### config.mk
export PLATFORM = sky130hd
export DESIGN_NAME = regfile
export DESIGN_NICKNAME = d
export VERILOG_FILES = /design/src/design/regfile.sv
export SDC_FILE = /design/constraint.sdc
export NUM_CORES = 2
export LEC_CHECK = 0
export BUFFER_PORTS_ARGS = -buffer_cell sky130_fd_sc_hd__buf_2
export CAP_MARGIN = 20
export CORE_ASPECT_RATIO = 2
export CORE_MARGIN = 4
export CORE_UTILIZATION = 40
export CTS_BUF_LIST = sky130_fd_sc_hd__clkbuf_4 sky130_fd_sc_hd__clkbuf_8
export DETAILED_ROUTE_END_ITERATION = 8
export GPL_TIMING_DRIVEN = 1
export PLACE_DENSITY = 0.57
export RECOVER_POWER = 25
export SLEW_MARGIN = 20
export SYNTH_ARGS = -nofsm -noshare
export SYNTH_HDL_FRONTEND = slang
export SYNTH_SLANG_ARGS = --single-unit
### constraint.sdc
create_clock -name clk -period 3.55 [get_ports clk]
set_input_delay 0.5325 -clock clk [delete_from_list [all_inputs] [get_ports clk]]
set_output_delay 0.5325 -clock clk [all_outputs]
set_load 0.02 [all_outputs]
### src/design/regfile.sv
`timescale 1ns/1ns
`default_nettype none

module regfile #(
    parameter int   WIDTH  = 32,
    parameter int   NREGS  = 32,
    parameter int   NREAD  = 2,
    parameter int   NWRITE = 1,
    localparam int  ABITS  = $clog2(NREGS)
) (
    input  wire                              clk,
    input  wire                              rstn,
    input  wire [NWRITE-1:0]                 we_i,
    input  wire [NWRITE-1:0][ABITS-1:0]      waddr_i,
    input  wire [NWRITE-1:0][WIDTH-1:0]      wdata_i,
    input  wire [NREAD-1:0][ABITS-1:0]       raddr_i,
    output logic [NREAD-1:0][WIDTH-1:0]      rdata_o
);

    logic [NREGS-1:0][WIDTH-1:0] regs;

    always_ff @(posedge clk) begin
        if (!rstn) begin
            regs <= '0;
        end else begin
            // Later ports take priority on a shared address
            for (int w = 0; w < NWRITE; w++) begin
                if (we_i[w]) begin
                    regs[waddr_i[w]] <= wdata_i[w];
                end
            end
        end
    end

    // Reads see stored state only
    always_comb begin
        for (int r = 0; r < NREAD; r++) begin
            rdata_o[r] = regs[raddr_i[r]];
        end
    end

    for (genvar a = 0; a < NWRITE; a++) begin : g_wr_a
        for (genvar b = a + 1; b < NWRITE; b++) begin : g_wr_b
            // Callers must resolve colliding writes themselves
            assert property (@(posedge clk) disable iff (!rstn)
                (we_i[a] && we_i[b] && waddr_i[a] == waddr_i[b])
                    |-> wdata_i[a] == wdata_i[b])
                else $error("regfile: conflicting writes to one address");
        end
    end

endmodule

`default_nettype wire

* Word level (Yosys, flattened, before mapping)
Index checks and enable logic that the tools add are counted.
Word-level totals: bits in registers 1024, input port bits 50, output and inout bits 64, word-level logic and storage cells 44
Operators by class: magnitude comparators 4, multiplexer cells 7, reductions and logical operators 1
Operators by type and width (count):
- 1024-bit bitwise mux | 1
- 32-bit binary-select mux with 5-bit select | 2
- 32-bit demux with 5-bit select | 1
- 32-bit 2-to-1 mux | 3
- 5-bit by 6-bit less-than comparator with 1-bit output, second input constant | 3
- 5-bit by 1-bit >= comparator with 1-bit output, second input constant | 1
- 1-bit logical AND | 1

* Longest topological paths before layout
word-level depth 5, depth in mapped cells 8, gate-level depth less buffers 5

* Least setup slack after synthesis
No wires, ideal clock.
path kind input-to-output, from input raddr_i[6] (netlist bit), to output rdata_o[41] (netlist bit), arrival 1.854 ns, path slack 1.163 ns, cell stages on the path 8, buffers on the path 4, path through buf_2 -> buf_2 -> buf_4 -> buf_4 -> mux2i_1 -> a22oi_1 -> a31oi_1 -> nand3_1
RTL lines:
- start: declaration | RTL line 16 | input wire [NREAD-1:0][ABITS-1:0] raddr_i,
- end: declaration | RTL line 17 | output logic [NREAD-1:0][WIDTH-1:0] rdata_o

==> results.md <==
- Initial antenna violation count: 25
- Setup TNS: 0 ns
- First-pass GRT wire length: 345 mm
- CTS clk-pin slew, worst paths: 0.07 ns
- Final slew viol count: 284
- Status: finished, violations left
- Critical-path top delay cell: a31oi_1
- DRT Pass-1 Iters: 8
- Area Growth Syn to Fin: 12.0%
- Slowest cell delay on critical path: 0.60 ns
- Post-CTS Setup Repair Bufs: 0
- Final Cycle Share: 97.5%
- Htree depth: 4
- Die W: 271 um
- Worst Path Required: 3.02 ns
- Starting density of the core: 40.1%
- TritonCTS clock tree: yes
- Initial DRC Count: 5,199
- Cts hold-fix bufs: 0
- Number of synthesis warnings: 0
- Drt drc: 0
- Placed Cells incl. Taps: 8,504
- Power Dens Cells: 413 nW/um2
- Final worst slack: 0.0880 ns
- RD Place Congestion: 0.910
- DP Area: 58,900 um2
- Worst vdd ir: 0.237 mV
- Die Ht: 535 um
- Die area: 145,000 um2
- Setup-failing EPs final: 0
- CTS Buf Count: 164
- Register area share after synthesis: 37.0%
- Fin crit period: 3.46 ns
- Setup crit end kind: primary output
- Clk_skew: 0 ns
- Final WL: 243 mm
- CP Cell Sequence: mux2i_1 > a22o_1 > nor3_1 > buf_4 > a31oi_1 > nand3_1 > buf_2
- Crit Path Class: reg2out
- Syn_nets: 6,963
- Number of max-cap violations: 16
- CTS max path bufs: 4
- Final HPWL DP: 156 mm
- Vias in the first global route: 51,200
- Max reg flops: 1,024
- Yosys reg bits: 1,024
- # IOs: 114
- DR vias: 52,700
- Class of the worst hold path: in2reg
- Post-Synthesis Cell Area: 55,400 um2
- Slew headroom: -51.3%
- P_leak: 22.9 nW
- GRT Residual Overflow: 0
- Count of cell types in the netlist: 30
- Failing checks: max-capacitance violations, max-slew violations
- Setup WS pre-CTS: 0.151 ns
- Vias per Instance: 5.99
- Post-cts sizing count: 0
- Antenna violation net count after detailed routing: 0
- Tot Pwr: 25.6 mW
- Final Hold Vio Count: 0
- Core ar.: 138,000 um2
- Actual slew at the worst max-slew pin: 2.27 ns
- Syn Inst Count: 6,913
- Peak Freq: 0.289 GHz
- RSZ-0062 raised after global routing: false
- Avg Inst Size Synth: 8.02 um2
- Top flop regs: regs: 1024 flops
- Clk sink count: 1,024
- Ratio of cells with drive above 1 in the final layout: 10.4%
- Largest reg by FF count: regs
- Total track usage: 31.9%
- Layout Cells excl Fill: 8,789
- # port buffers: 113
- CP startpoint kind: flip-flop
- Clock latency at the later pin of the worst-skew pair: 0.86 ns
- Crit path arrival time: 2.93 ns
- Fillers: 13,800
- Worst-path fanout max: 3
- Mean routed wirelength per cell: 27.6 um
- Largest net degree at the start of global routing: 115
- Final Cell Area: 62,100 um2
- Rows: 193
- Clk root buf: clkbuf_8
- Layout Nets: 6,868
[layer usage]
layer	wire [um]	track usage, %	part of all wire, %
met5	126	0	0.052
met3	18100	6.11	7.5
met4	24900	27.3	10
met2	113000	53.2	47
met1	86200	34.7	36
[path summary, 6_finish.rpt]
kind | slack (ns) | cells after the start | end | startpoint
worst max-delay path | 0.09 | 7 | rdata_o[52] | regs[84]
worst min-delay path | 0.20 | 3 | regs[271] | wdata_i[15]
worst max register to register | 2.80 | 2 | regs[550] | regs[550]
worst min register to register | 0.47 | 2 | regs[311] | regs[311]
[placed cells by master, fill, tap and decap left out, drive strengths merged, types with 19 or more instances in the layout]
cell type | synthesis | final
mux2i | 1024 | 1024
a21oi | 192 | 192
clkbuf | 405 | 275
dfxtp | 1024 | 1024
nor3 | 65 | 65
a31oi | 64 | 64
nor2 | 37 | 37
nand3 | 194 | 194
a21boi | 1024 | 1024
buf | 257 | 373
clkinv | 0 | 19
a22oi | 192 | 192
nand2 | 2277 | 2277
a22o | 128 | 128
[synth_stat cells, drive strengths merged]
library cell | n | area (um2)
a22o | 128 | 1120
mux2i | 1024 | 10200
and3 | 2 | 12.5
nand2 | 2277 | 8550
clkbuf | 405 | 1520
a21boi | 1024 | 7690
nor3b | 3 | 27.5
or2 | 4 | 25.0
dfxtp | 1024 | 20500
a21oi | 192 | 961
or3b | 3 | 26.3
and3b | 3 | 26.3
nor2 | 37 | 206
nand3b | 3 | 22.5
or3 | 1 | 6.26
a22oi | 192 | 1440
buf | 257 | 1300
nor3 | 65 | 325
nand2b | 4 | 25.0
a31oi | 64 | 400
nor2b | 4 | 25.0
nand3 | 194 | 971
and2 | 3 | 18.8
[through the flow]
step / util [%] / hold slack, ns
final: 45.0 / 0.204
after floorplan: - / 0.447
after global routing: 44.9 / 0.213
after global placement: 42.6 / 0.452
after CTS: 45.1 / 0.142
after detailed placement: 42.6 / 0.458
[where the power goes]
part	switching (mW)	leakage, nW	total [mW]	internal [mW]
Clock	5.08	1.78	10.9	5.78
Sequential	0.0690	8.25	11.6	11.6
Combinational	2.07	12.8	3.13	1.06
Total	7.22	22.9	25.6	18.4
[cell families (layout without fill, tap and decap cells)]
group	count (synthesis)	in the layout	share of synthesized area, %
simple gates	2603	2603	18.5
compound gates	1600	1600	20.9
mux	1024	1024	18.5
flops	1024	1024	37.0
buf+inv	662	673	5.08
other cells	0	13	0
[critical path: cells and delay by family, from the launching register on]
family / cells / cell delay, ns
compound gates: 2 / 0.76
buf+inv: 2 / 0.44
flops: 1 / 0.33
mux: 1 / 0.14
simple gates: 2 / 0.39
[layout make-up]
| class | instances | area (um2) | area share (%) |
|---|---|---|---|
| Antenna cell | 13 | 32.5 | 0.0524 |
| Sequential cell | 1024 | 20500 | 33.0 |
| Clock buffer | 247 | 3150 | 5.07 |
| Tap cell | 1852 | 2320 | 3.73 |
| Clock inverter | 25 | 185 | 0.298 |
| Multi-Input combinational cell | 5227 | 32400 | 52.2 |
| Timing Repair Buffer | 401 | 3520 | 5.67 |
Note: power is estimated with default switching activity, not from simulation.
