==> src/design/iew_config.svh <==
`ifndef IEW_CONFIG_SVH
`define IEW_CONFIG_SVH

// Datapath width
`define IEW_XLEN      32

// Physical and architectural register counts
`define IEW_NR_PREGS  64
`define IEW_NR_AREGS  32

// Reorder buffer entries, must stay a power of two
`define IEW_ROB_DEPTH 8

// Functional units fed by issue
`define IEW_NR_FU     4

// Instruction sequence number width
`define IEW_ID_BITS   8

`endif

==> src/design/iew_pkg.sv <==
`default_nettype none

`include "iew_config.svh"

package iew_pkg;

    typedef logic [`IEW_XLEN-1:0]              xlen_t;
    typedef logic [$clog2(`IEW_NR_PREGS)-1:0]  preg_id_t;
    typedef logic [$clog2(`IEW_NR_AREGS)-1:0]  areg_id_t;
    typedef logic [$clog2(`IEW_ROB_DEPTH)-1:0] rob_id_t;
    typedef logic [`IEW_ID_BITS-1:0]           inst_id_t;
    // One ready bit per functional unit, indexed by fu_t
    typedef logic [`IEW_NR_FU-1:0]             fu_ready_t;

    typedef enum logic [1:0] {
        FU_ALU,
        FU_MUL,
        FU_LSU,
        FU_BRU
    } fu_t;

    typedef enum logic [3:0] {
        ALU_ADD,
        ALU_SUB,
        ALU_AND,
        ALU_OR,
        ALU_XOR,
        ALU_SLL,
        ALU_SRL,
        ALU_LUI,
        ALU_AUIPC
    } alu_op_t;

endpackage

`default_nettype wire

==> src/design/operand_read.sv <==
`timescale 1ns/1ns
`default_nettype none

`include "iew_config.svh"

module operand_read import iew_pkg::*; (
    input  wire             clk,
    input  wire             rstn,
    input  wire             di_valid_i,
    input  wire xlen_t      di_pc_i,
    input  wire xlen_t      di_imm_i,
    input  wire fu_t        di_fu_i,
    input  wire alu_op_t    di_op_i,
    input  wire areg_id_t   di_rs1_i,
    input  wire areg_id_t   di_rs2_i,
    input  wire             di_rs1_valid_i,
    input  wire             di_rs2_valid_i,
    input  wire             di_use_uimm_i,
    input  wire preg_id_t   di_prs1_i,
    input  wire preg_id_t   di_prs2_i,
    input  wire             di_prs1_renamed_i,
    input  wire             di_prs2_renamed_i,
    input  wire             di_rd_valid_i,
    input  wire preg_id_t   di_prd_i,
    input  wire xlen_t [1:0] prf_rdata_i,
    input  wire xlen_t [1:0] arf_rdata_i,
    input  wire             byp_valid_i,
    input  wire preg_id_t   byp_prd_i,
    input  wire xlen_t      byp_rdval_i,
    input  wire             wb_valid_i,
    input  wire preg_id_t   wb_prd_i,
    input  wire fu_ready_t  fu_ready_i,
    input  wire             rob_ready_i,
    output preg_id_t [1:0]  prf_raddr_o,
    output areg_id_t [1:0]  arf_raddr_o,
    output xlen_t           rs1val_o,
    output xlen_t           rs2val_o,
    output logic            fu_valid_o,
    output logic            di_ready_o
);

    logic [1:0]     renamed;
    logic [1:0]     sb_ready;
    xlen_t [1:0]    src_val;
    logic [1:0]     src_ok;
    logic           rs1_ok;
    logic           rs2_ok;
    logic [1:0]     sb_we;
    preg_id_t [1:0] sb_waddr;
    logic [1:0]     sb_wdata;

    assign renamed     = {di_prs2_renamed_i, di_prs1_renamed_i};
    assign prf_raddr_o = {di_prs2_i, di_prs1_i};
    assign arf_raddr_o = {di_rs2_i, di_rs1_i};

    // One bit per physical register, set means the value is in the PRF
    regfile #(
        .WIDTH  (1),
        .NREGS  (`IEW_NR_PREGS),
        .NREAD  (2),
        .NWRITE (2)
    ) scoreboard (
        .clk     (clk),
        .rstn    (rstn),
        .we_i    (sb_we),
        .waddr_i (sb_waddr),
        .wdata_i (sb_wdata),
        .raddr_i (prf_raddr_o),
        .rdata_o (sb_ready)
    );

    // ARF for plain sources, else bypass, else PRF gated by scoreboard
    always_comb begin
        for (int i = 0; i < 2; i++) begin
            if (!renamed[i]) begin
                src_val[i] = arf_rdata_i[i];
                src_ok[i]  = 1'b1;
            end else if (byp_valid_i && byp_prd_i == prf_raddr_o[i]) begin
                src_val[i] = byp_rdval_i;
                src_ok[i]  = 1'b1;
            end else begin
                src_val[i] = prf_rdata_i[i];
                src_ok[i]  = sb_ready[i];
            end
        end
    end

    always_comb begin
        rs1val_o = '0;
        rs1_ok   = 1'b1;
        if (di_fu_i == FU_ALU && di_op_i == ALU_AUIPC) begin
            rs1val_o = di_pc_i;
        end else if (di_use_uimm_i) begin
            rs1val_o = xlen_t'(di_rs1_i);
        end else if (di_rs1_valid_i) begin
            rs1val_o = src_val[0];
            rs1_ok   = src_ok[0];
        end

        // Immediate replaces a missing rs2
        rs2val_o = di_imm_i;
        rs2_ok   = 1'b1;
        if (di_rs2_valid_i) begin
            rs2val_o = src_val[1];
            rs2_ok   = src_ok[1];
        end
    end

    assign di_ready_o = !di_valid_i ||
                        (rs1_ok && rs2_ok && fu_ready_i[di_fu_i] && rob_ready_i);
    assign fu_valid_o = di_valid_i && di_ready_o;

    // Port 0 clears on issue, port 1 sets on writeback
    // Writeback to the same register suppresses the clear
    assign sb_we[0]    = fu_valid_o && di_rd_valid_i &&
                         !(wb_valid_i && wb_prd_i == di_prd_i);
    assign sb_waddr[0] = di_prd_i;
    assign sb_wdata[0] = 1'b0;
    assign sb_we[1]    = wb_valid_i;
    assign sb_waddr[1] = wb_prd_i;
    assign sb_wdata[1] = 1'b1;

endmodule

`default_nettype wire

==> src/design/regfile.sv <==
`timescale 1ns/1ns
`default_nettype none

module regfile #(
    parameter int   WIDTH  = 32,
    parameter int   NREGS  = 32,
    parameter int   NREAD  = 2,
    parameter int   NWRITE = 1,
    localparam int  ABITS  = $clog2(NREGS)
) (
    input  wire                              clk,
    input  wire                              rstn,
    input  wire [NWRITE-1:0]                 we_i,
    input  wire [NWRITE-1:0][ABITS-1:0]      waddr_i,
    input  wire [NWRITE-1:0][WIDTH-1:0]      wdata_i,
    input  wire [NREAD-1:0][ABITS-1:0]       raddr_i,
    output logic [NREAD-1:0][WIDTH-1:0]      rdata_o
);

    logic [NREGS-1:0][WIDTH-1:0] regs;

    always_ff @(posedge clk) begin
        if (!rstn) begin
            regs <= '0;
        end else begin
            // Later ports take priority on a shared address
            for (int w = 0; w < NWRITE; w++) begin
                if (we_i[w]) begin
                    regs[waddr_i[w]] <= wdata_i[w];
                end
            end
        end
    end

    // Reads see stored state only
    always_comb begin
        for (int r = 0; r < NREAD; r++) begin
            rdata_o[r] = regs[raddr_i[r]];
        end
    end

    for (genvar a = 0; a < NWRITE; a++) begin : g_wr_a
        for (genvar b = a + 1; b < NWRITE; b++) begin : g_wr_b
            // Callers must resolve colliding writes themselves
            assert property (@(posedge clk) disable iff (!rstn)
                (we_i[a] && we_i[b] && waddr_i[a] == waddr_i[b])
                    |-> wdata_i[a] == wdata_i[b])
                else $error("regfile: conflicting writes to one address");
        end
    end

endmodule

`default_nettype wire

==> config.mk <==
export PLATFORM = sky130hd
export DESIGN_NAME = operand_read
export DESIGN_NICKNAME = d
export VERILOG_FILES = /design/src/design/iew_pkg.sv /design/src/design/operand_read.sv /design/src/design/regfile.sv
export VERILOG_INCLUDE_DIRS = /design/src /design/src/design
export SDC_FILE = /design/constraint.sdc
export NUM_CORES = 1
export LEC_CHECK = 0
export ABC_AREA = 1
export BUFFER_PORTS_ARGS = -buffer_cell sky130_fd_sc_hd__buf_2
export CELL_PAD_IN_SITES_DETAIL_PLACEMENT = 0
export CELL_PAD_IN_SITES_GLOBAL_PLACEMENT = 1
export CORE_ASPECT_RATIO = 2
export CORE_MARGIN = 2
export CORE_UTILIZATION = 32
export DETAILED_ROUTE_END_ITERATION = 12
export PLACE_DENSITY_LB_ADDON = 0.1
export SYNTH_ARGS = -nofsm -noshare
export SYNTH_HDL_FRONTEND = slang
export SYNTH_SLANG_ARGS = --single-unit
==> constraint.sdc <==
create_clock -name clk -period 5.3 [get_ports clk]
set_input_delay 0.53 -clock clk [delete_from_list [all_inputs] [get_ports clk]]
set_output_delay 0.53 -clock clk [all_outputs]
set_load 0.05 [all_outputs]
Word level (Yosys, flattened, before mapping)
Cells that the tools add are included.

Register bits: 64. Input bits: 286. Output and inout bits: 88. Word-level logic and storage cells: 123.

$lt $le $gt $ge: 7. Equality and inequality tests: 4. Mux-type cells: 29. Bitwise logic cells: 3. Reduce and logical (&&, ||, !) cells: 16.

Operators by type and width (count): $mux W32 (8); $mux W64 (3); $and A64 B64 Y64 (1); $not A64 Y64 (1); $or A64 B64 Y64 (1); $lt A6 B7 Y1 const B (4); $eq A6 B6 Y1 (3); $mux W1 (13); $bmux W1 S6 (2); $demux W1 S6 (2); $ge A6 B1 Y1 const B (2); $logic_and A1 B1 Y1 (12); $eq A4 B4 Y1 const B (1); $lt A2 B3 Y1 const B (1); $bmux W1 S2 (1); $logic_not A1 Y1 (2); $logic_not A2 Y1 (1); $logic_or A1 B1 Y1 (1).

Depth between registers and ports, before layout
Word-level depth: 18. Depth in mapped cells: 17. Gate-level depth less buffers: 14.

Hierarchy
From an unflattened synthesis, not the netlist that was laid out.

Cell total of the unflattened synthesis: 1606. Area, all modules: 8216.6 um^2.

Modules (own cells, without submodules): regfile (times used 1, cells an instance 864, area an instance 5079.9 um^2, sequential area each 1281.2 um^2); operand_read (times used 1, cells an instance 742, area an instance 3136.8 um^2, sequential area each 0.0 um^2).

Worst setup path after synthesis
OpenSTA, ideal clock, no wires.

Kind: input to output. Start point: input port di_prs1_i[1]. End point: output port rs1val_o[26]. Arrival: 2.814 ns. Required time: 4.770 ns. Slack: 1.956 ns. Stages on the path: 11. Buffers on the path: 2. Path through: buf_4 inv_4 or2_2 nand4_2 nor2_4 inv_1 clkbuf_1 nand2_1 nand2_1 mux2i_1 o21ai_0.

Word-level cells in the longest chain between the ends: 7.

Ends and longest elaborated chain: start, declared (RTL line operand_read.sv:19) `input wire preg_id_t di_prs1_i,`; $eq A6 B6 Y1 (RTL line operand_read.sv:78) `end else if (byp_valid_i && byp_prd_i == prf_raddr_o[i]) begin`; $logic_and A1 B1 Y1 (RTL line operand_read.sv:78); $mux W32 (RTL line operand_read.sv:78); $mux W32 (RTL line operand_read.sv:75) `if (!renamed[i]) begin`; $mux W32 (RTL line operand_read.sv:95) `end else if (di_rs1_valid_i) begin`; $mux W32 (RTL line operand_read.sv:93) `end else if (di_use_uimm_i) begin`; $mux W32 (RTL line operand_read.sv:91) `if (di_fu_i == FU_ALU && di_op_i == ALU_AUIPC) begin`; end, declared (RTL line operand_read.sv:36) `output xlen_t rs1val_o,`.

Every way passes these cells.

Worst setup path after layout
Start point: input port di_prs2_i[1]. End point: output port rs2val_o[1].

Word-level cells in the longest chain between the ends: 5.

Ends and longest elaborated chain: start, declared (RTL line operand_read.sv:20) `input wire preg_id_t di_prs2_i,`; $eq A6 B6 Y1 (RTL line operand_read.sv:78); $logic_and A1 B1 Y1 (RTL line operand_read.sv:78); $mux W32 (RTL line operand_read.sv:78); $mux W32 (RTL line operand_read.sv:75); $mux W32 (RTL line operand_read.sv:103) `if (di_rs2_valid_i) begin`; end, declared (RTL line operand_read.sv:37) `output xlen_t rs2val_o,`.

Every way passes these cells.

==> out/results.ini <==
[sta]
clock.fmax_ghz=0.2464
setup_violations=0
holdWs_ns=0.4811
min_period_over_period_pct=76.58
finalHoldViolations=0
final_max_slew_viol_count=0
rsz0062_at_grt=no
slew-limit-headroom_pct=21.14
totalNegativeSetupSlack_ns=0
max_slew.worst_pin.slew_ns=1.181
finalCriticalPeriod_ns=4.059
fin_skew_ns=0.007348

[synthesis]
synth-simple-area-share_pct=51.30
synthCells=1281
synth-compound-area-share_pct=14.04
synth_warnings=0
syn_avg_cell_area_sq_um=5.586
synth.ff_latch_count=64
syn-num-nets=1567
synth_xor_area_share_pct=0.3672
synth-adder-area-share_pct=0
synth_top_family_by_area=simple AND/OR/NAND/NOR gates
ys_types=42
synth.cell_area_sq_mm=0.007156
ys_seq_area_share_pct=17.91
synthMuxAreaShare_pct=3.777

[route]
via_count=10170
drt-wirelength-per-cell_um=23.20
top_layer=met4
initialDrtViolationCount=1014
wirelength_met1_um=15500
dr_wl_met2_um=21490
firstDrtPassIters=6
wl_met3_um=3309
ant_nets=0
wl_um=43070
via_per_inst=5.481
drc_errors=0

[finish]
finalInstanceArea_sq_mm=0.009042
regMostFlops=scoreboard.regs
instances_no_fill=1856
largest_reg_flops=64
regArea_sq_mm=0.001281
fin_nets=1845
area_growth_syn_to_layout_pct=26.37
layout-drive-gt1-share_pct=26.79
final_cell_mix=nand2_1 (447), buf_2 (363), nor2_1 (182)
multi_input_area_sq_mm=0.005017
layout_commonest_cell=nand2_1
top_regs=scoreboard.regs: 64 flops
fillerInstances=2594

[run_status]
status=complete, no violations

[grt]
grt_start_max_net_pins=65
antenna_found_initial=16
track_usage_pct=35.09
grt_pass1_vias=9436
grt_pass1_wl_um=60730
gr-total-overflow=0

[floorplanning]
die_w_um=109.7
dieArea_sq_mm=0.02365
io_pins=374
core_sq_mm=0.02206
std_cell_rows=77
initial_core_util_pct=32.43
die_h_um=215.5

[clocking]
clkSlewWorstSetupHoldPaths_ns=0.06
cts_resized=0
clock-root-buffer=clkbuf_16
cts_buffer_depth=2
h-tree-depth=3
hold_buffers=0
tritoncts=built
clock_latency_ns=0.34
cts_buffers=9
postCtsSetupBuffers=0
cts.sinks=64

[place]
portBuffers=363
dpl_cell_area_sq_mm=0.008693
placed_cells=1824
hpwl_um=34610
globalplace.congestion=1.023

[flow_run]
maxCapViolCount=0

[setup_path]
r2r-start=scoreboard.regs[63]$_SDFF_PN0_
critPathSlowestCell=inv_1
path_cells=buf_2 -> inv_4 -> nand2_1 -> o21ai_1 -> nor3_1 -> and2_2 -> inv_1 -> o21ai_0 -> a31oi_1 -> buf_2
start_kind=input port
arrival_ns=3.53
cpMostUsedCell=buf_2
worst-path-buf-inv=4
cp-end-kind=primary output
critical_path.top_delay_family=buffers and inverters
path_class=in -> out
rr_worst_depth=13
critical-path-max-stage-delay_ns=0.65
r2r-end=scoreboard.regs[34]$_SDFF_PN0_
crit_fanout=34
reg2reg_slack_ns=2.65
required_ns=4.77

[power_and_ir_drop]
max-vdd-ir-drop_v=0.0002285
power_frac_seq_pct=27.2
p_clk_share_pct=34.6
p_total_mw=1.796
p_int_mw=1.065
p_switching_mw=0.7308
power_density_mw_per_mm2=198.6
leakagePower_nw=3.960
swShare_pct=40.70
comb_power_share_pct=38.2

[worst_hold_path]
hp-start=scoreboard.regs[10]$_SDFF_PN0_
hold_path.class=reg -> reg
hold-path-cell-count=2
min_to=scoreboard.regs[10]$_SDFF_PN0_

-- cells by family (layout without fill, tap and decap cells) --
logic type / count (synthesis) / after routing
mux: 27 / 27
compound gates: 185 / 185
xor+xnor: 3 / 3
flops: 64 / 64
simple gates: 860 / 860
other cells: 0 / 16
buf+inv: 142 / 425
-- power groups by stage --
stage / logic, mW / registers (mW) / clock network (mW)
2_1_floorplan: 0.441 / 0.497 / 0
5_1_grt: 0.722 / 0.489 / 0.646
6_report: 0.686 / 0.489 / 0.621
4_1_cts: 0.678 / 0.489 / 0.626
3_3_place_gp: 0.678 / 0.499 / 0
3_5_place_dp: 0.676 / 0.499 / 0
-- synthesized netlist by cell type --
| cell | number | share of area, % |
|---|---|---|
| a31oi_1 | 33 | 2.9 |
| buf_2 | 7 | 0.49 |
| mux2i_1 | 27 | 3.8 |
| or2_2 | 2 | 0.17 |
| nand2_2 | 3 | 0.26 |
| buf_6 | 16 | 2.5 |
| nor2_4 | 2 | 0.31 |
| inv_2 | 4 | 0.21 |
| clkbuf_1 | 32 | 1.7 |
| a21boi_1 | 1 | 0.10 |
| and2_0 | 1 | 0.087 |
| o22ai_1 | 3 | 0.26 |
| inv_8 | 2 | 0.31 |
| nand3_1 | 133 | 9.3 |
| o21ai_0 | 65 | 4.5 |
| a41oi_1 | 1 | 0.12 |
| and2_1 | 1 | 0.087 |
| o211ai_1 | 5 | 0.52 |
| clkbuf_4 | 8 | 0.84 |
| nand4_2 | 2 | 0.35 |
| nor3b_1 | 1 | 0.10 |
| o21ai_1 | 4 | 0.28 |
| nor2_1 | 182 | 9.5 |
| dfxtp_1 | 64 | 18 |
| inv_1 | 27 | 1.4 |
| inv_4 | 3 | 0.26 |
| xnor2_1 | 1 | 0.12 |
| nor4_1 | 2 | 0.17 |
| a21oi_2 | 1 | 0.12 |
| a221oi_1 | 2 | 0.24 |
| o32ai_1 | 1 | 0.12 |
| nand2_1 | 447 | 23 |
| buf_4 | 32 | 3.4 |
| buf_8 | 6 | 1.3 |
| a21oi_1 | 69 | 4.8 |
| nor2_2 | 1 | 0.087 |
| xor2_1 | 2 | 0.24 |
| buf_1 | 5 | 0.26 |
| nor2_8 | 1 | 0.28 |
| nand3_2 | 3 | 0.42 |
| nor3_1 | 14 | 0.98 |
| nand4_1 | 65 | 5.7 |
-- worst register-to-register path: cells and delay by family, from the launching register on --
family | cells | cell delay [ns]
AND/OR/NAND/NOR | 12 | 2.02
AO/OA/AOI/OAI | 1 | 0.07
flip-flops | 1 | 0.41
-- metal layers --
layer  global-route usage (%)  up-vias
li1                         -     4852
met1                    38.49     4624
met2                    59.59      582
met3                    6.796      115
met4                    23.25        0
met5                        0        -
-- final cells by class --
type,instances,share of cell area [%]
Antenna cell,16,0.4428
Multi-Input combinational cell,1075,55.49
Timing Repair Buffer,373,20.92
Clock inverter,4,0.5812
Clock buffer,12,2.837
Inverter,36,1.743
Sequential cell,64,14.17
Tap cell,276,3.819
-- metrics by stage --
step                      utilization, %  setup slack, ns
after floorplan                        -            1.956
after global placement             39.40            1.283
after global routing               40.97            1.000
after detailed placement           39.40            1.289
after CTS                          40.80            1.272
final                              40.99            1.241
-- worst max path at each step --
stage / startpoint / endpoint / slack (ns) / depth (start not counted)
finish: di_prs2_i[1] / rs2val_o[1] / 1.24 / 10
CTS: di_prs2_i[1] / rs2val_o[1] / 1.27 / 10
global placement: di_prs2_i[1] / rs2val_o[2] / 1.28 / 10
floorplan: di_prs1_i[1] / rs1val_o[26] / 1.96 / 11
global route: di_prs2_i[1] / rs2val_o[1] / 1.00 / 10
detailed placement: di_prs2_i[1] / rs2val_o[1] / 1.29 / 10
Power figures use the tool's default switching activity.
