[config.mk]
export PLATFORM = sky130hd
export DESIGN_NAME = rob_flat
export DESIGN_NICKNAME = d
export VERILOG_FILES = /design/src/design/iew_pkg.sv /design/src/design/rob_head_if.sv /design/src/design/rob.sv /design/src/flat_wrapper.sv
export VERILOG_INCLUDE_DIRS = /design/src /design/src/design
export SDC_FILE = /design/constraint.sdc
export NUM_CORES = 1
export LEC_CHECK = 0
export BUFFER_PORTS_ARGS = -buffer_cell sky130_fd_sc_hd__buf_4
export CAP_MARGIN = 15
export CORE_MARGIN = 1.5
export CORE_UTILIZATION = 29
export CTS_BUF_LIST = sky130_fd_sc_hd__clkbuf_4 sky130_fd_sc_hd__clkbuf_8 sky130_fd_sc_hd__clkbuf_16
export DETAILED_ROUTE_END_ITERATION = 8
export PLACE_DENSITY = 0.46
export SLEW_MARGIN = 15
export SYNTH_ARGS = -nofsm -noshare
export SYNTH_HDL_FRONTEND = slang
export SYNTH_SLANG_ARGS = --single-unit
[constraint.sdc]
create_clock -name clk -period 5 [get_ports clk]
set_input_delay 0.5 -clock clk [delete_from_list [all_inputs] [get_ports clk]]
set_output_delay 0.5 -clock clk [all_outputs]
set_load 0.005 [all_outputs]
[src/design/iew_config.svh]
`ifndef IEW_CONFIG_SVH
`define IEW_CONFIG_SVH

// Datapath width
`define IEW_XLEN      32

// Physical and architectural register counts
`define IEW_NR_PREGS  64
`define IEW_NR_AREGS  32

// Reorder buffer entries, must stay a power of two
`define IEW_ROB_DEPTH 8

// Functional units fed by issue
`define IEW_NR_FU     4

// Instruction sequence number width
`define IEW_ID_BITS   8

`endif

[src/design/iew_pkg.sv]
`default_nettype none

`include "iew_config.svh"

package iew_pkg;

    typedef logic [`IEW_XLEN-1:0]              xlen_t;
    typedef logic [$clog2(`IEW_NR_PREGS)-1:0]  preg_id_t;
    typedef logic [$clog2(`IEW_NR_AREGS)-1:0]  areg_id_t;
    typedef logic [$clog2(`IEW_ROB_DEPTH)-1:0] rob_id_t;
    typedef logic [`IEW_ID_BITS-1:0]           inst_id_t;
    // One ready bit per functional unit, indexed by fu_t
    typedef logic [`IEW_NR_FU-1:0]             fu_ready_t;

    typedef enum logic [1:0] {
        FU_ALU,
        FU_MUL,
        FU_LSU,
        FU_BRU
    } fu_t;

    typedef enum logic [3:0] {
        ALU_ADD,
        ALU_SUB,
        ALU_AND,
        ALU_OR,
        ALU_XOR,
        ALU_SLL,
        ALU_SRL,
        ALU_LUI,
        ALU_AUIPC
    } alu_op_t;

endpackage

`default_nettype wire

[src/design/rob_head_if.sv]
`timescale 1ns/1ns
`default_nettype none

interface rob_head_if import iew_pkg::*; ();

    // Head entry is allocated and completed
    logic     head_valid;
    inst_id_t head_id;
    xlen_t    head_pc;
    preg_id_t head_prd;
    areg_id_t head_ard;
    logic     head_rd_write;
    // Head leaves the ROB at this edge
    logic     pop;

    modport rob_side (
        output head_valid, head_id, head_pc, head_prd, head_ard, head_rd_write,
        input  pop
    );

    modport retire_side (
        input  head_valid, head_id, head_pc, head_prd, head_ard, head_rd_write,
        output pop
    );

endinterface

`default_nettype wire

[src/design/rob.sv]
`timescale 1ns/1ns
`default_nettype none

`include "iew_config.svh"

module rob import iew_pkg::*; (
    input  wire             clk,
    input  wire             rstn,
    input  wire             push_i,
    input  wire inst_id_t   push_id_i,
    input  wire xlen_t      push_pc_i,
    input  wire preg_id_t   push_prd_i,
    input  wire areg_id_t   push_ard_i,
    input  wire             push_rd_write_i,
    input  wire             cmpl_valid_i,
    input  wire rob_id_t    cmpl_id_i,
    rob_head_if.rob_side    head,
    output logic            ready_o,
    output rob_id_t         alloc_id_o
);

    localparam int DEPTH = `IEW_ROB_DEPTH;

    inst_id_t         ent_id  [DEPTH];
    xlen_t            ent_pc  [DEPTH];
    preg_id_t         ent_prd [DEPTH];
    areg_id_t         ent_ard [DEPTH];
    logic [DEPTH-1:0] ent_rd_write;
    logic [DEPTH-1:0] allocated;
    logic [DEPTH-1:0] completed;
    rob_id_t          issue_ptr;
    rob_id_t          retire_ptr;

    always_ff @(posedge clk) begin
        if (!rstn) begin
            allocated  <= '0;
            completed  <= '0;
            issue_ptr  <= '0;
            retire_ptr <= '0;
        end else begin
            if (push_i) begin
                allocated[issue_ptr] <= 1'b1;
                completed[issue_ptr] <= 1'b0;
                issue_ptr            <= issue_ptr + rob_id_t'(1);
            end
            if (cmpl_valid_i) begin
                completed[cmpl_id_i] <= 1'b1;
            end
            // Pointers wrap with the index width
            if (head.pop) begin
                allocated[retire_ptr] <= 1'b0;
                retire_ptr            <= retire_ptr + rob_id_t'(1);
            end
        end
    end

    always_ff @(posedge clk) begin
        if (push_i) begin
            ent_id[issue_ptr]       <= push_id_i;
            ent_pc[issue_ptr]       <= push_pc_i;
            ent_prd[issue_ptr]      <= push_prd_i;
            ent_ard[issue_ptr]      <= push_ard_i;
            ent_rd_write[issue_ptr] <= push_rd_write_i;
        end
    end

    // Full when the next slot is still in flight
    assign ready_o    = !allocated[issue_ptr];
    assign alloc_id_o = issue_ptr;

    assign head.head_valid    = allocated[retire_ptr] && completed[retire_ptr];
    assign head.head_id       = ent_id[retire_ptr];
    assign head.head_pc       = ent_pc[retire_ptr];
    assign head.head_prd      = ent_prd[retire_ptr];
    assign head.head_ard      = ent_ard[retire_ptr];
    assign head.head_rd_write = ent_rd_write[retire_ptr];

    assert property (@(posedge clk) disable iff (!rstn)
        push_i |-> !allocated[issue_ptr])
        else $error("rob: push into an allocated slot");

    assert property (@(posedge clk) disable iff (!rstn)
        head.pop |-> allocated[retire_ptr] && completed[retire_ptr])
        else $error("rob: pop of an uncompleted entry");

    assert property (@(posedge clk) disable iff (!rstn)
        cmpl_valid_i |-> allocated[cmpl_id_i])
        else $error("rob: completion of an unallocated slot");

endmodule

`default_nettype wire

[src/flat_wrapper.sv]
// flat-port wrapper written by rule: the top's interface ports become plain ports
module rob_flat import iew_pkg::*;
  (clk, rstn, push_i, push_id_i, push_pc_i, push_prd_i, push_ard_i, push_rd_write_i, cmpl_valid_i, cmpl_id_i, ready_o, alloc_id_o, head_head_valid, head_head_id, head_head_pc, head_head_prd, head_head_ard, head_head_rd_write, head_pop);
  rob_head_if head_i ();
  input  wire clk;
  input  wire rstn;
  input  wire push_i;
  input  wire inst_id_t push_id_i;
  input  wire xlen_t push_pc_i;
  input  wire preg_id_t push_prd_i;
  input  wire areg_id_t push_ard_i;
  input  wire push_rd_write_i;
  input  wire cmpl_valid_i;
  input  wire rob_id_t cmpl_id_i;
  output logic ready_o;
  output rob_id_t alloc_id_o;
  output wire logic [$bits(head_i.head_valid)-1:0] head_head_valid;
  output wire logic [$bits(head_i.head_id)-1:0] head_head_id;
  output wire logic [$bits(head_i.head_pc)-1:0] head_head_pc;
  output wire logic [$bits(head_i.head_prd)-1:0] head_head_prd;
  output wire logic [$bits(head_i.head_ard)-1:0] head_head_ard;
  output wire logic [$bits(head_i.head_rd_write)-1:0] head_head_rd_write;
  input wire logic [$bits(head_i.pop)-1:0] head_pop;
  assign head_head_valid = head_i.head_valid;
  assign head_head_id = head_i.head_id;
  assign head_head_pc = head_i.head_pc;
  assign head_head_prd = head_i.head_prd;
  assign head_head_ard = head_i.head_ard;
  assign head_head_rd_write = head_i.head_rd_write;
  assign head_i.pop = head_pop;
  rob u_core (.clk(clk), .rstn(rstn), .push_i(push_i), .push_id_i(push_id_i), .push_pc_i(push_pc_i), .push_prd_i(push_prd_i), .push_ard_i(push_ard_i), .push_rd_write_i(push_rd_write_i), .cmpl_valid_i(cmpl_valid_i), .cmpl_id_i(cmpl_id_i), .head(head_i), .ready_o(ready_o), .alloc_id_o(alloc_id_o));
endmodule
# Yosys cells after proc, flatten, opt, wreduce, memory -nomap -nowiden
# Memory sizes are Yosys's and may differ from the RTL's. A register that Yosys moved wholly into a read port is not among the register bits.
# Cells that the tools add are included.
[op_classes] magnitude_cmp=6 addsub=2 reduce_logical=5 mux=31 n_bitwise=6
[ops] operator="$mux W8" n=6
[ops] operator="$mux W3" n=8
[ops] operator="$and A8 B8 Y8" n=2
[ops] operator="$not A8 Y8" n=2
[ops] operator="$or A8 B8 Y8" n=2
[ops] operator="$bmux W1 S3" n=4
[ops] operator="$lt A3 B4 Y1 const B" n=3
[ops] operator="$demux W1 S3" n=3
[ops] operator="$ge A3 B1 Y1 const B" n=3
[ops] operator="$mux W1" n=9
[ops] operator="$bwmux W8" n=1
[ops] operator="$add A3 B1 Y3 const B" n=2
[ops] operator="$logic_and A1 B1 Y1" n=4
[ops] operator="$logic_not A1 Y1" n=1
[totals] inputBits=60 ramBits=408 memories=4 word_cells=59 regBits=30
[mem_list] name="u_core.ent_pc" words=8 width=32 read_ports=1 rd_ports_with_merged_regs=1 wr=1 line_no="rob.sv:25" source="xlen_t ent_pc [DEPTH];"
[mem_list] name="u_core.ent_id" words=8 width=8 read_ports=1 rd_ports_with_merged_regs=1 wr=1 line_no="rob.sv:24" source="inst_id_t ent_id [DEPTH];"
[mem_list] name="u_core.ent_prd" words=8 width=6 read_ports=1 rd_ports_with_merged_regs=1 wr=1 line_no="rob.sv:26" source="preg_id_t ent_prd [DEPTH];"
[mem_list] name="u_core.ent_ard" words=8 width=5 read_ports=1 rd_ports_with_merged_regs=1 wr=1 line_no="rob.sv:27" source="areg_id_t ent_ard [DEPTH];"

# Depth between registers and ports, before layout
# Gate-level depths: netlist (run 1).
[logic_depth] ltp_word=10 depth_mapped=4 depth_no_buf=4

# Worst setup path before layout (run 1)
# OpenSTA, ideal clock, no wires.
[synth_path] path_type="input to register" start="in push_i" end="reg u_core.allocated[0]" required_time_ps=4926 path_buffers=1 path_stages=4 arrival_ps=4911 slack_ps=15 path_cell_list="nand2b_1 clkbuf_1 nor3_1 o221a_2"
[synth_between] elab_chain_cells=4
[synth_rtl] item="start: declaration" line_no="flat_wrapper.sv:7" source="input wire push_i;"
[synth_rtl] item="$mux W8 (*)" line_no="rob.sv:41" source="if (push_i) begin"
[synth_rtl] item="$mux W8 (*)" line_no="rob.sv:35" source="if (!rstn) begin"
[synth_rtl] item="$and A8 B8 Y8 (no line)"
[synth_rtl] item="$mux W8 (*)" line_no="rob.sv:50" source="if (head.pop) begin"
[synth_rtl] item="end signal: assignment" line_no="rob.sv:36" source="allocated <= '0;"
[synth_rtl] item="end signal: indexed assignment" line_no="rob.sv:42" source="allocated[issue_ptr] <= 1'b1;"
[synth_rtl] item="end signal: indexed assignment" line_no="rob.sv:51" source="allocated[retire_ptr] <= 1'b0;"
[synth_rtl] item="end: declaration" line_no="rob.sv:29" source="logic [DEPTH-1:0] allocated;"
# Mark *: on every way between the ends. The rest lies on a longest branch, timed or not. The select of a mux whose other input is x is not followed.
# A chain may end at the register's enable or synchronous reset.

==> flow_summary.ini, run 1 <==
[placed_design]
place_hpwl_mm = 19.4
routabilityCongestion = 0.669
portBuffers = 116
dp_cells = 1566

[clock_network]
htreeDepth = 2
clk_path_buf_depth = 3
ctsHoldBuffers = 0
cts-resized-gates = 0
numCtsBuffers = 48
post-cts-setup-buffers = 0
path_clk_slew_ns = 0.06
insertion_delay_ns = 0.58
root_buffer = clkbuf_16
cts_tree = yes
cts.sink_count = 441

[setup_path]
critPathMaxFanout = 63
reg2reg_from = u_core.alloc_id_o[0]
critical-path-top-delay-family = multiplexers
crit_path_start_kind = flip-flop
reg2reg_depth = 3
r2r-end = u_core.ent_prd[1][5]
cpMaxStageDelayCell = dfxtp_4
reg2reg_slack_ns = 2.37
crit_type = reg2out
cp.buffers_inverters = 2
worst_ep_required_time_ns = 4.50
timing.critical_path.cells = buf_12 > mux4_2 > mux2_2 > buf_4
crit_arrival_ns = 2.85
end_kind = output pin
max_stage_delay_ns = 0.66

[die]
die_y_um = 244
num_rows = 87
die_w_um = 244
initial_core_util_pct = 29.5
die-area_um2 = 59300
coreArea_um2 = 56800
io_pins = 117

[route]
drc = 0
wire_per_inst_um = 22.3
antenna_left = 0
via_count = 7554
wl_mm = 36.9
drt_iter0_drc = 560
firstDrtPassIters = 4
via_per_inst = 4.57

[sta]
fmax_ghz = 0.299
slew_headroom_pct = 26.3
whs_ns = 0.148
worst_pin_slew_ns = 1.10
fin_skew_ns = 0.0270
min_period_ns = 3.35
setup-tns-final_ns = 0
slew_viol_final = 0
hold_viol_final = 0
setup_violations = 0
grt_setup_unrepaired = no
fin_crit_sh_pct = 67.0

[logic_synthesis]
synth.distinct_cells = 28
syn_inst = 713
yosysTopAreaCell = edfxtp_1
yosys_warnings = 0
syn_nets = 775
syn_area_um2 = 16800
ys_ff_latch = 441
yosysSeqAreaShare_pct = 77.4
netlist.area_leader.share_pct = 74.5
syn_area_per_cell_um2 = 23.5
synth_area_leaders = edfxtp_1, mux4_2, mux2_2, dfxtp_1, buf_6

[layout]
fillCellCount = 5272
layout-drive-gt1-share_pct = 43.9
mostFrequentLayoutCells = edfxtp_1, buf_4, mux4_2
n_antenna_cell = 0
instances_no_fill = 1654
area_growth_pct = 20.9
layout_commonest_cell = edfxtp_1
utilization_pct = 35.7
final_nets = 922

[global_routing]
grt.total_usage_pct = 12.7
grt_pass1_wl_mm = 55.3
antenna_found_initial = 2
grt_util_met3_pct = 2.88
grt.busiest_layer = met2
gr-total-overflow = 0
first_global_vias = 8295
grt_max_degree = 64
use_met1_pct = 17.3
grtUsageMet2_pct = 20.4

[hold_path]
min_from = push_id_i[0]
worstHoldPathCells = 1
hp-class = in2reg
min_to = u_core.ent_id[7][0]

[power_and_ir_drop]
peakVddDrop_uv = 265
finalPower_uw = 8380
leakagePower_uw = 0.00639
power_density_nw_per_um2 = 413

[status]
outcome = finished, final reports clean

[run]
cap_violations = 0
## Yosys cell counts
library cell	instances
buf_2	6
nand4b_1	2
mux2i_1	5
edfxtp_1	416
o31ai_1	2
clkbuf_1	14
and2_1	3
nand3_1	2
nand2_1	7
xor2_1	1
nand2b_1	7
nor2_1	8
o221a_2	8
buf_6	8
dfxtp_1	25
ha_1	2
mux2_2	52
nand4_1	1
xnor2_1	2
nor2b_1	3
or2_2	1
o21ai_0	6
buf_1	7
buf_4	1
mux4_2	110
nand3b_1	2
a21boi_0	10
nor3_1	2
## metrics by stage
step | setup slack, ns | area, µm²
2_1_floorplan | 0.0149 | 16800
3_3_place_gp | 2.14 | 18700
3_5_place_dp | 2.15 | 18700
4_1_cts | 1.53 | 20300
5_1_grt | 1.42 | 20300
6_report | 1.65 | 20300
## where the power goes
group,switching (µW),internal [µW]
logic,257,302
clock network,1460,2170
registers,54.2,4140
## cells by family after synthesis
kind of cell               synth area share (%)
muxes                                      18.6
and+or+nand+nor                            1.21
adders and majority gates                 0.149
xor gates and xnor gates                  0.157
AOI/OAI and AO/OA                          1.25
DFF                                        77.4
buffers and inverters                      1.23
## metal layers
layer	vias up	part of all wire, %
met5	-	0.035
met4	2	1.8
met3	53	4.8
met2	147	48
met1	4026	46
li1	3326	-
## sequential cells by signal, indices dropped and copies added, names as in the netlist, named ones only
register             cells
u_core.ent_id           64
u_core.retire_ptr        3
u_core.allocated         8
u_core.ent_pc          256
u_core.ent_ard          40
u_core.ent_rd_write      8
u_core.ent_prd          48
u_core.completed         8
u_core.alloc_id_o        3
## final cells by class
class | instances | area [µm²] | area share, %
Clock inverter | 37 | 392 | 1.93
Timing Repair Buffer | 133 | 1070 | 5.29
Sequential cell | 441 | 13000 | 64.1
Clock buffer | 51 | 1240 | 6.12
Tap cell | 756 | 946 | 4.66
Multi-Input combinational cell | 236 | 3630 | 17.9
## how the worst max path moves through the flow
stage	endpoint	slack (ns)	cells past startpoint	startpoint
detailed placement	head_head_pc[19]	2.15	4	flip-flop
global placement	head_head_pc[19]	2.14	4	flip-flop
CTS	head_head_pc[19]	1.53	4	flip-flop
finish	head_head_pc[22]	1.65	4	flip-flop
floorplan	u_core.allocated[0]	0.01	4	push_i
global route	head_head_pc[27]	1.42	4	flip-flop
(Power assumes the default switching activity.)
==> run 2, diff against run 1 <==
- clock period: 5 -> 2.81 ns (I/O delays scaled with it)
==> run 2 against run 1 <==
Register-to-register slack got worse by 1.6 ns. Wire length decreased by 0.90%. Total power increased by 74%. Clock-buffer cell count increased by 7. Global-route usage decreased by 0.11 points.
==> flow_summary.ini, run 2 (same netlist as run 1, synthesis figures left out) <==
[status]
outcome = finished, final reports clean

[power_and_ir_drop]
swShare_pct = 21.0
peakVddDrop_uv = 392
power.share.clock_pct = 41.2
combPwrFrac_pct = 7.8
power.switching_uw = 3060
power.internal_uw = 11500
leakagePower_uw = 0.00667
power_density_nw_per_um2 = 695
p_seq_share_pct = 51.0

[setup_path]
crit_path_start_kind = flip-flop
worst_ep_required_time_ns = 2.53
crit_type = reg2out
critPathMaxFanout = 19
end_kind = output pin
crit_arrival_ns = 2.38

[layout]
fillCellCount = 5207
reg_top3 = u_core.ent_pc (256), u_core.ent_id (64), u_core.ent_prd (48)
mostFrequentLayoutCells = edfxtp_1, buf_4, mux4_2
layout_commonest_cell = edfxtp_1
multi_input_area_um2 = 3640
register_area_um2 = 13000
area_growth_pct = 24.9
regMostFlops = u_core.ent_pc
layout-drive-gt1-share_pct = 41.5
final_nets = 989
largest_register_ffs = 256
stdcell_area_um2 = 21000

[route]
via_per_inst = 4.54
via_count = 7826
wl_mm = 36.6
drc = 0
firstDrtPassIters = 6
wire_per_inst_um = 21.2
drt_iter0_drc = 478
antenna_left = 0

[die]
die_w_um = 244
initial_core_util_pct = 29.5
coreArea_um2 = 56800
die_y_um = 244
die-area_um2 = 59300
io_pins = 117
num_rows = 87

[global_routing]
grt_pass1_wl_mm = 55.1
first_global_vias = 8466
grt.total_usage_pct = 12.6
grt_max_degree = 54
gr-total-overflow = 0
antenna_found_initial = 2

[placed_design]
portBuffers = 116
place_area_um2 = 18800
routabilityCongestion = 0.675
place_hpwl_mm = 19.9
post-place-ws_ns = 0.661

[sta]
worst_pin_slew_ns = 0.669
fin_skew_ns = 0.0245
fin_crit_sh_pct = 94.8
grt_setup_unrepaired = no
whs_ns = 0.0620
fmax_ghz = 0.375
slew_headroom_pct = 55.3
layout_setup_ws_ns = 0.146
slew_viol_final = 0
hold_viol_final = 0
min_period_ns = 2.66
setup_violations = 0

[hold_path]
hp-class = in2reg

[clock_network]
htreeDepth = 2
cts-resized-gates = 0
post-cts-setup-buffers = 0
insertion_delay_ns = 0.58
cts.sink_count = 441
path_clk_slew_ns = 0.06
numCtsBuffers = 47
root_buffer = clkbuf_16
ctsHoldBuffers = 59
cts_tree = yes
clk_path_buf_depth = 3

[run]
cap_violations = 0
==> run 2: critical path, cell delays in order, from the launching register on <==
cell,delay [ns]
dfxtp_4,0.41
buf_4,0.39
mux4_2,0.56
mux2_2,0.29
buf_4,0.14
==> run 2: worst paths after layout <==
kind	to	from	depth (start not counted)	slack, ns
worst max-delay path	head_head_prd[4]	flip-flop	4	0.15
worst min-delay path	flip-flop	head_pop	3	0.06
worst max register to register	u_core.ent_pc[3][13]	u_core.alloc_id_o[0]	3	0.73
worst min register to register	u_core.completed[1]	u_core.completed[1]	2	0.48
==> run 2: stage by stage <==
stage | total power, µW | util, % | instances | setup TNS, ns
CTS | 14800 | 36.9 | 1722 | 0
finish | 14600 | 36.9 | 1724 | 0
detailed placement | 8680 | 33.2 | 1575 | 0
global placement | 8660 | 33.2 | 1575 | 0
global route | 15100 | 36.9 | 1722 | 0
floorplan | 8120 | - | 713 | -158.39
==> run 2: final cells by class <==
cell class,instances,area share [%]
tap,756,4.51
clock inverter,30,1.11
multi-input combinational,236,17.4
sequential,441,62.0
antenna,2,0.0239
timing repair buffer,201,8.80
clock buffer,58,6.12
==> run 2: layer usage <==
metal / up-vias / GRT usage, % / part of all wire (%)
li1: 3474 / - / -
met1: 4152 / 17.1 / 46
met2: 142 / 20.5 / 49
met3: 56 / 2.60 / 4.1
met4: 2 / 3.38 / 1.7
met5: - / 0 / 0.044
==> run 2: power by group through the flow <==
| stage | Sequential (µW) | Clock, µW | Combinational [µW] |
|---|---|---|---|
| 2_1_floorplan | 7530 | 0 | 587 |
| 3_3_place_gp | 7570 | 0 | 1090 |
| 3_5_place_dp | 7570 | 0 | 1100 |
| 4_1_cts | 7430 | 6220 | 1180 |
| 5_1_grt | 7440 | 6460 | 1230 |
| 6_report | 7430 | 6000 | 1130 |
